**src/verilog/rvfi_pkg.sv**
```systemverilog
package rvfi_pkg;

  // base data width of the traced core
  localparam int XLEN = 32;

  typedef logic [XLEN-1:0] xlen_t;
  typedef logic [4:0]      reg_addr_t;
  typedef logic [1:0]      priv_mode_t;
  typedef logic [3:0]      mem_mask_t;
  typedef logic [15:0]     order_t;

  // one retired instruction as reported by the core
  typedef struct packed {
    xlen_t      pc;
    xlen_t      insn;
    reg_addr_t  rd_addr;
    xlen_t      rd_wdata;
    xlen_t      mem_addr;
    mem_mask_t  mem_rmask;
    mem_mask_t  mem_wmask;
    logic       trap;
    priv_mode_t mode;
  } retire_t;

  // record as carried through the trace buffer
  typedef struct packed {
    retire_t ret;
    order_t  order;
    // set on the first record stored after a drop
    logic    overflow;
  } rvfi_rec_t;

endpackage

```
**src/verilog/trace_pkg.sv**
```systemverilog
package trace_pkg;

  typedef logic [31:0] trace_word_t;

  // record buffer sizing
  localparam int TRACE_FIFO_DEPTH = 8;
  localparam int FIFO_IDX_W       = $clog2(TRACE_FIFO_DEPTH);

  // extra msb is the wrap bit
  typedef logic [FIFO_IDX_W:0] fifo_ptr_t;
  typedef logic [15:0]         drop_cnt_t;

  typedef enum logic [2:0] {
    IDLE,
    HEADER,
    PC,
    INSN,
    RD,
    MEM
  } pkt_state_e;

  // header, pc and insn are always sent
  localparam int PKT_MIN_WORDS = 3;

  // header word layout
  localparam int HDR_ORDER_LSB = 0;
  localparam int HDR_ORDER_MSB = 15;
  localparam int HDR_COUNT_LSB = 16;
  localparam int HDR_COUNT_MSB = 19;
  localparam int HDR_TRAP_BIT  = 20;
  localparam int HDR_OVF_BIT   = 21;
  localparam int HDR_MODE_LSB  = 22;
  localparam int HDR_MODE_MSB  = 23;
  localparam int HDR_RD_LSB    = 24;
  localparam int HDR_RD_MSB    = 28;

endpackage

```
**src/verilog/rvfi_collector.sv**
```systemverilog
module rvfi_collector import rvfi_pkg::*; (
  input  logic      clk_i,
  input  logic      rst_n_i,

  input  logic      trace_en_i,
  input  logic      retire_valid_i,
  input  retire_t   retire_i,

  output logic      rec_valid_o,
  output rvfi_rec_t rec_o
);

  logic    accept;
  order_t  order_q;
  retire_t retire_clean;

  // retirements are only traced while enabled
  assign accept = trace_en_i & retire_valid_i;

  // a trapped instruction has no architectural side effects
  always_comb begin
    retire_clean = retire_i;
    if (retire_i.trap) begin
      retire_clean.rd_addr   = '0;
      retire_clean.rd_wdata  = '0;
      retire_clean.mem_rmask = '0;
      retire_clean.mem_wmask = '0;
    end else if (retire_i.rd_addr == '0) begin
      // writes to x0 are discarded by the core
      retire_clean.rd_wdata = '0;
    end
  end

  always_ff @(posedge clk_i or negedge rst_n_i) begin
    if (!rst_n_i) begin
      rec_valid_o <= 1'b0;
      order_q     <= '0;
    end else begin
      rec_valid_o <= accept;
      if (accept) begin
        order_q <= order_q + order_t'(1);
      end
    end
  end

  // record payload, qualified by rec_valid_o
  always_ff @(posedge clk_i) begin
    if (accept) begin
      rec_o.ret      <= retire_clean;
      rec_o.order    <= order_q;
      // the buffer sets this when it had to drop
      rec_o.overflow <= 1'b0;
    end
  end

endmodule

```
**src/verilog/trace_fifo.sv**
```systemverilog
module trace_fifo import rvfi_pkg::*; import trace_pkg::*; (
  input  logic      clk_i,
  input  logic      rst_n_i,

  input  logic      push_i,
  input  rvfi_rec_t push_rec_i,

  input  logic      pop_i,
  output logic      head_valid_o,
  output rvfi_rec_t head_rec_o,

  output drop_cnt_t drop_count_o
);

  rvfi_rec_t mem_q [TRACE_FIFO_DEPTH];
  fifo_ptr_t wr_ptr_q;
  fifo_ptr_t rd_ptr_q;
  logic      empty;
  logic      full;
  logic      push_ok;
  logic      pop_ok;
  logic      drop;
  logic      ovf_q;
  drop_cnt_t drop_cnt_q;
  rvfi_rec_t wr_rec;

  // same index, wrap bits tell full from empty
  assign empty = (wr_ptr_q == rd_ptr_q);
  assign full  = (wr_ptr_q[FIFO_IDX_W] != rd_ptr_q[FIFO_IDX_W]) &&
                 (wr_ptr_q[FIFO_IDX_W-1:0] == rd_ptr_q[FIFO_IDX_W-1:0]);

  assign pop_ok  = pop_i & ~empty;
  // a pop frees the slot in the same cycle
  assign push_ok = push_i & (~full | pop_ok);
  assign drop    = push_i & ~push_ok;

  // first stored record after a loss carries the flag
  always_comb begin
    wr_rec          = push_rec_i;
    wr_rec.overflow = ovf_q;
  end

  always_ff @(posedge clk_i or negedge rst_n_i) begin
    if (!rst_n_i) begin
      wr_ptr_q   <= '0;
      rd_ptr_q   <= '0;
      ovf_q      <= 1'b0;
      drop_cnt_q <= '0;
    end else begin
      if (push_ok) begin
        wr_ptr_q <= wr_ptr_q + fifo_ptr_t'(1);
      end
      if (pop_ok) begin
        rd_ptr_q <= rd_ptr_q + fifo_ptr_t'(1);
      end
      if (drop) begin
        ovf_q <= 1'b1;
      end else if (push_ok) begin
        ovf_q <= 1'b0;
      end
      // saturate rather than wrap
      if (drop && (drop_cnt_q != '1)) begin
        drop_cnt_q <= drop_cnt_q + drop_cnt_t'(1);
      end
    end
  end

  always_ff @(posedge clk_i) begin
    if (push_ok) begin
      mem_q[wr_ptr_q[FIFO_IDX_W-1:0]] <= wr_rec;
    end
  end

  assign head_valid_o = ~empty;
  assign head_rec_o   = mem_q[rd_ptr_q[FIFO_IDX_W-1:0]];
  assign drop_count_o = drop_cnt_q;

endmodule

```
**src/verilog/trace_packetizer.sv**
```systemverilog
module trace_packetizer import rvfi_pkg::*; import trace_pkg::*; (
  input  logic        clk_i,
  input  logic        rst_n_i,

  input  logic        rec_valid_i,
  input  rvfi_rec_t   rec_i,
  output logic        pop_o,

  output logic        trace_valid_o,
  output logic        trace_last_o,
  output trace_word_t trace_word_o
);

  pkt_state_e  state_q;
  pkt_state_e  state_d;
  rvfi_rec_t   rec_q;
  logic        has_rd;
  logic        has_mem;
  logic [3:0]  word_cnt;
  trace_word_t header;

  // take a new record only between packets
  assign pop_o = (state_q == IDLE) & rec_valid_i;

  // optional words
  assign has_rd  = (rec_q.ret.rd_addr != '0);
  assign has_mem = (rec_q.ret.mem_rmask != '0) || (rec_q.ret.mem_wmask != '0);

  assign word_cnt = 4'(PKT_MIN_WORDS) + {3'b000, has_rd} + {3'b000, has_mem};

  always_comb begin
    header                              = '0;
    header[HDR_ORDER_MSB:HDR_ORDER_LSB] = rec_q.order;
    header[HDR_COUNT_MSB:HDR_COUNT_LSB] = word_cnt;
    header[HDR_TRAP_BIT]                = rec_q.ret.trap;
    header[HDR_OVF_BIT]                 = rec_q.overflow;
    header[HDR_MODE_MSB:HDR_MODE_LSB]   = rec_q.ret.mode;
    header[HDR_RD_MSB:HDR_RD_LSB]       = rec_q.ret.rd_addr;
  end

  always_comb begin
    state_d = state_q;
    unique case (state_q)
      IDLE: begin
        if (rec_valid_i) begin
          state_d = HEADER;
        end
      end
      HEADER: state_d = PC;
      PC:     state_d = INSN;
      INSN: begin
        if (has_rd) begin
          state_d = RD;
        end else if (has_mem) begin
          state_d = MEM;
        end else begin
          state_d = IDLE;
        end
      end
      RD:      state_d = has_mem ? MEM : IDLE;
      MEM:     state_d = IDLE;
      default: state_d = IDLE;
    endcase
  end

  always_ff @(posedge clk_i or negedge rst_n_i) begin
    if (!rst_n_i) begin
      state_q <= IDLE;
    end else begin
      state_q <= state_d;
    end
  end

  // record held for the whole packet
  always_ff @(posedge clk_i) begin
    if (pop_o) begin
      rec_q <= rec_i;
    end
  end

  // one word per state, the idle state emits nothing
  always_comb begin
    trace_valid_o = 1'b1;
    trace_last_o  = 1'b0;
    trace_word_o  = '0;
    unique case (state_q)
      HEADER: trace_word_o = header;
      PC:     trace_word_o = rec_q.ret.pc;
      INSN: begin
        trace_word_o = rec_q.ret.insn;
        trace_last_o = ~has_rd & ~has_mem;
      end
      RD: begin
        trace_word_o = rec_q.ret.rd_wdata;
        trace_last_o = ~has_mem;
      end
      MEM: begin
        trace_word_o = rec_q.ret.mem_addr;
        trace_last_o = 1'b1;
      end
      default: trace_valid_o = 1'b0;
    endcase
  end

endmodule

```
**src/verilog/trace_top.sv**
```systemverilog
module trace_top import rvfi_pkg::*; import trace_pkg::*; (
  input  logic        clk_i,
  input  logic        rst_n_i,

  // retirement port of the core
  input  logic        trace_en_i,
  input  logic        retire_valid_i,
  input  retire_t     retire_i,

  // trace word stream
  output logic        trace_valid_o,
  output trace_word_t trace_word_o,
  output logic        trace_last_o,
  output drop_cnt_t   drop_count_o
);

  logic      rec_valid;
  rvfi_rec_t rec;
  logic      fifo_valid;
  rvfi_rec_t fifo_rec;
  logic      fifo_pop;

  rvfi_collector i_collector (
    .clk_i          (clk_i),
    .rst_n_i        (rst_n_i),
    .trace_en_i     (trace_en_i),
    .retire_valid_i (retire_valid_i),
    .retire_i       (retire_i),
    .rec_valid_o    (rec_valid),
    .rec_o          (rec)
  );

  trace_fifo i_fifo (
    .clk_i        (clk_i),
    .rst_n_i      (rst_n_i),
    .push_i       (rec_valid),
    .push_rec_i   (rec),
    .pop_i        (fifo_pop),
    .head_valid_o (fifo_valid),
    .head_rec_o   (fifo_rec),
    .drop_count_o (drop_count_o)
  );

  trace_packetizer i_packetizer (
    .clk_i         (clk_i),
    .rst_n_i       (rst_n_i),
    .rec_valid_i   (fifo_valid),
    .rec_i         (fifo_rec),
    .pop_o         (fifo_pop),
    .trace_valid_o (trace_valid_o),
    .trace_last_o  (trace_last_o),
    .trace_word_o  (trace_word_o)
  );

endmodule

```
**config.mk**
```make
export PLATFORM = sky130hd
export DESIGN_NAME = trace_top
export DESIGN_NICKNAME = d
export VERILOG_FILES = /design/src/verilog/rvfi_pkg.sv /design/src/verilog/trace_pkg.sv /design/src/verilog/rvfi_collector.sv /design/src/verilog/trace_fifo.sv /design/src/verilog/trace_packetizer.sv /design/src/verilog/trace_top.sv
export SDC_FILE = /design/constraint.sdc
export NUM_CORES = 2
export LEC_CHECK = 0
export ABC_CLOCK_PERIOD_IN_PS = 48400
export BUFFER_PORTS_ARGS = -buffer_cell sky130_fd_sc_hd__buf_2
export CAP_MARGIN = 40
export CORE_MARGIN = 2
export CORE_UTILIZATION = 55
export CTS_CLUSTER_SIZE = 25
export DETAILED_ROUTE_END_ITERATION = 16
export PLACE_DENSITY = 0.75
export SETUP_SLACK_MARGIN = 0.2
export SYNTH_ARGS = -nofsm -noshare
export SYNTH_HDL_FRONTEND = slang
export SYNTH_SLANG_ARGS = --single-unit
```
**constraint.sdc**
```tcl
create_clock -name clk_i -period 48.4 [get_ports clk_i]
set_clock_uncertainty 0.1 [all_clocks]
set_input_delay 14.52 -clock clk_i [delete_from_list [all_inputs] [get_ports clk_i]]
set_output_delay 14.52 -clock clk_i [all_outputs]
set_load 0.05 [all_outputs]
```
==> impl_results.md <==
* Footprint of the multi-input gates at between 0.01 and 0.015 mm²
* DRC at 0
* IO Pins at around 200
* Fin nets at about 3,000
* Drt total wl at 138,000 µm
* Row count at around 120
* Setup crit start kind: flip-flop
* CP required at 33.78 ns
* Netlist Area Pre-Place at 0.0613 mm²
* Yosys reg bits at 1,654
* Final setup TNS at 0 ns
* Max transition margin at ~19%
* Crit path max fanout at 34
* Metal1 wirelength at 53,500 µm
* DIE HEIGHT at 338 µm
* Mean area per synthesized cell at roughly 24 µm²
* Met3 wire length at about 15,000 µm
* Max-cap violations at 0
* Syn nets at 2,736
* CP bufs+invs at 3
* Remaining Overflow, GRT at 0
* Via Count at 27,500
* Post-placement cell count at 4,197
* Initial core utilization at 55.4%
* Max incr delay on CP at 0.65 ns
* Reg area at 0.0495 mm²
* Cts hold-fix bufs at 0
* Fillers at 6,939
* Status: completed
* Worst-Margin Slew at around 1.2 ns
* Worst hold path type: flip-flop to flip-flop
* First-pass GRT wire length at 198,000 µm
* CTS H-tree lvls at 4
* Fmax at roughly 0.056 GHz
* Netlist cell types at 45
* Leakage at ~0.022 µW
* Final hold violations at 0
* Arr. time, crit path at about 3.4 ns
* Setup violations, final at 0
* DRT antenna net count at 0
* Vias per Instance at 6.13
* Power Density at around 60 mW/mm²
* WL met2 at ~66,000 µm
* Port bufs at 197
* Final min period at between 15 and 20 ns
* Pwr Total at about 4300 µW
* Post-Synthesis Cells at 2,581
* Crit path cell chain: buf_4 -> nor3b_4 -> buf_8 -> a221o_1 -> buf_2
* Num CTS Buffers at 158
* Die X at 338 µm
* Largest net degree at the start of global routing at approximately 140
* Worst path slowest cell: nor3b_4
* Post-CTS Setup Repair Bufs at 0
* CTS tree: yes
* Max Slew Vio Count at 0
* Clock sinks at 1,654
* Non-filler cells, final at between 4,000 and 5,000
* Number of global-route vias before repair at between 20,000 and 30,000
* Hold Slack at approximately 0.40 ns
* Hpwl dp at 78,200 µm
* Clock Path Buffers at 3
* Worst Setup End Kind: output pin
* Gpl congestion at between 0.8 and 0.9
* DRT Pass-1 Iters at 6
* Post-synthesis sequential area ratio at between 80% and 90%
* WS Path Type: flip-flop to output pin
* Unrepaired setup endpoints after global routing: false
* Tot GR Track Use at 24.7%
* Clock Tree Root: clkbuf_16
* VDD IR max at 66.3 µV
* PostCTS Resize Cnt at 0
* Yosys Warn Count at 0
* DR top layer: met5
* Die area at 0.114 mm²
* Period utilisation layout at 37.2%
* Clock Latency Late Sink at 0.76 ns
* Cell Area, Placed at 0.0645 mm²
* Share of post-route cells with drive strength above 1 at 32.6%
* CTS clk-pin slew, worst paths at 0.07 ns
* Antenna violations before repair at 18
* Design Area, Final at 0.0696 mm²
* DR WL/cell at 30.8 µm
* Core area at approximately 0.11 mm²
* CP delay by family, top: buffers and inverters
* Area grow syn2layout at 13.5%
* DR iter-0 viols at 3,498
[worst reg2reg max path, stage by stage (launching register included)]
cell     delay [ns]
dfrtp_2        0.57
buf_4          0.38
nor3_2         0.56
o31a_1         0.29
nand4_1        0.26
inv_6          0.30
buf_16         0.38
buf_4          0.64
buf_16         0.30
[final timing paths]
path | start | to | slack (ns) | cells after the start
max in group asynchronous | rst_n_i | i_fifo.rd_ptr_q[0] | 33.91 | 2
min | i_fifo.drop_count_o[6] | i_fifo.drop_count_o[6] | 0.40 | 1
min reg2reg | i_fifo.drop_count_o[6] | i_fifo.drop_count_o[6] | 0.40 | 1
min in group asynchronous | rst_n_i | i_packetizer.state_q[0] | 13.79 | 2
max | i_packetizer.state_q[0] | trace_word_o[3] | 30.39 | 5
max reg2reg | i_packetizer.state_q[0] | i_fifo.mem_q[7][80] | 44.25 | 8
[cell families after synthesis]
family	after synthesis	synth area share [%]
simple gates	160	1.45
buf+inv	122	0.883
mux	523	15.4
compound gates	74	0.889
xor+xnor	41	0.598
flops	1654	80.6
fa+ha+maj	7	0.143
[layout by cell type (no fill, tap or decap), types with 6 or more instances in the layout]
cell type  Yosys  layout
clkbuf_1      48      33
mux2_2       164     164
buf_16         0      10
bufinv_16      0      17
nor2_1        12      10
mux4_2       322     322
nand4_1       10      10
diode_2        0       6
o22ai_1        6       6
nor2b_1       13      13
edfxtp_1    1609    1609
xor2_1        10      10
and2_1        34      34
clkinv_2       0      20
a221o_1       27      27
clkbuf_16      0     165
buf_4          1      22
dfrtp_1       45      41
and3_1         9       9
clkinv_1       0      30
buf_2         52     197
buf_12         0      10
nand2_1       45      45
mux2i_1       37      37
nand3_1        9       9
o21ai_0       31      31
ha_1           7       7
nor3_2         2       6
xnor2_1       30      30
[power breakdown]
part / total [µW] / internal (µW) / switching (µW)
clock network: 1230 / 720 / 507
logic: 1100 / 456 / 643
registers: 1950 / 1820 / 129
total: 4280 / 3000 / 1280
[flip-flops by register name, summed over array words and instances, names as in the netlist, 3 cells and up]
signal,cells
i_fifo.wr_ptr_q,4
i_collector.rec_o,160
i_packetizer.rec_q,136
i_fifo.rd_ptr_q,4
i_packetizer.header,25
i_fifo.mem_q,1288
i_packetizer.state_q,3
i_fifo.drop_count_o,16
i_collector.order_q,16
[per-stage QoR]
stage,util (%),setup WS (ns)
after floorplan,-,29.50
after global placement,58.0,30.88
after detailed placement,58.2,31.18
after CTS,62.9,30.35
after global routing,62.9,30.29
final,62.9,30.39
[per-layer routing]
| metal | up-vias | GRT usage, % |
|---|---|---|
| li1 | 11400 | - |
| met1 | 14423 | 34.7 |
| met3 | 223 | 7.08 |
| met4 | 8 | 8.17 |
| met2 | 1446 | 37.8 |
| met5 | - | 0 |
[synth_stat cells (all sizes together)]
library cell  number  share of area, %
o21a               1             0.012
edfxtp          1609                79
o31a               1             0.014
and3b              1             0.014
clkbuf            48              0.29
dfrtp             45               1.8
a211o              1             0.014
nand3             10             0.090
nor2b             13              0.13
nor3b              3             0.061
nor4               1             0.010
mux2i             37              0.60
nand3b             1             0.018
o41ai              1             0.014
xor2              11              0.17
buf               67              0.55
mux4             322                12
a221o             27              0.44
nor2              12             0.073
nand2             45              0.28
nor3               9             0.090
and3               9             0.092
nand4             10              0.10
mux2             164               3.0
a2bb2oi            1             0.014
o31ai              1             0.020
xnor2             30              0.43
ha                 7              0.14
or4                3             0.037
nand2b             4             0.041
a21oi              3             0.024
inv                7             0.043
and2              34              0.35
and4               3             0.043
o22ai              6             0.061
or3                2             0.029
o21ai             31              0.25
a211oi             1             0.020
[final cells by class]
class                   count  area share (%)
repair buffers            243            2.42
clock buffers             203            6.21
diodes                      6          0.0216
clock inverters            80            1.21
inverters                   7          0.0557
flip-flops and latches   1654            71.0
multi-input cells         805            16.4
well taps                1488            2.67
(Power assumes the default switching activity.)
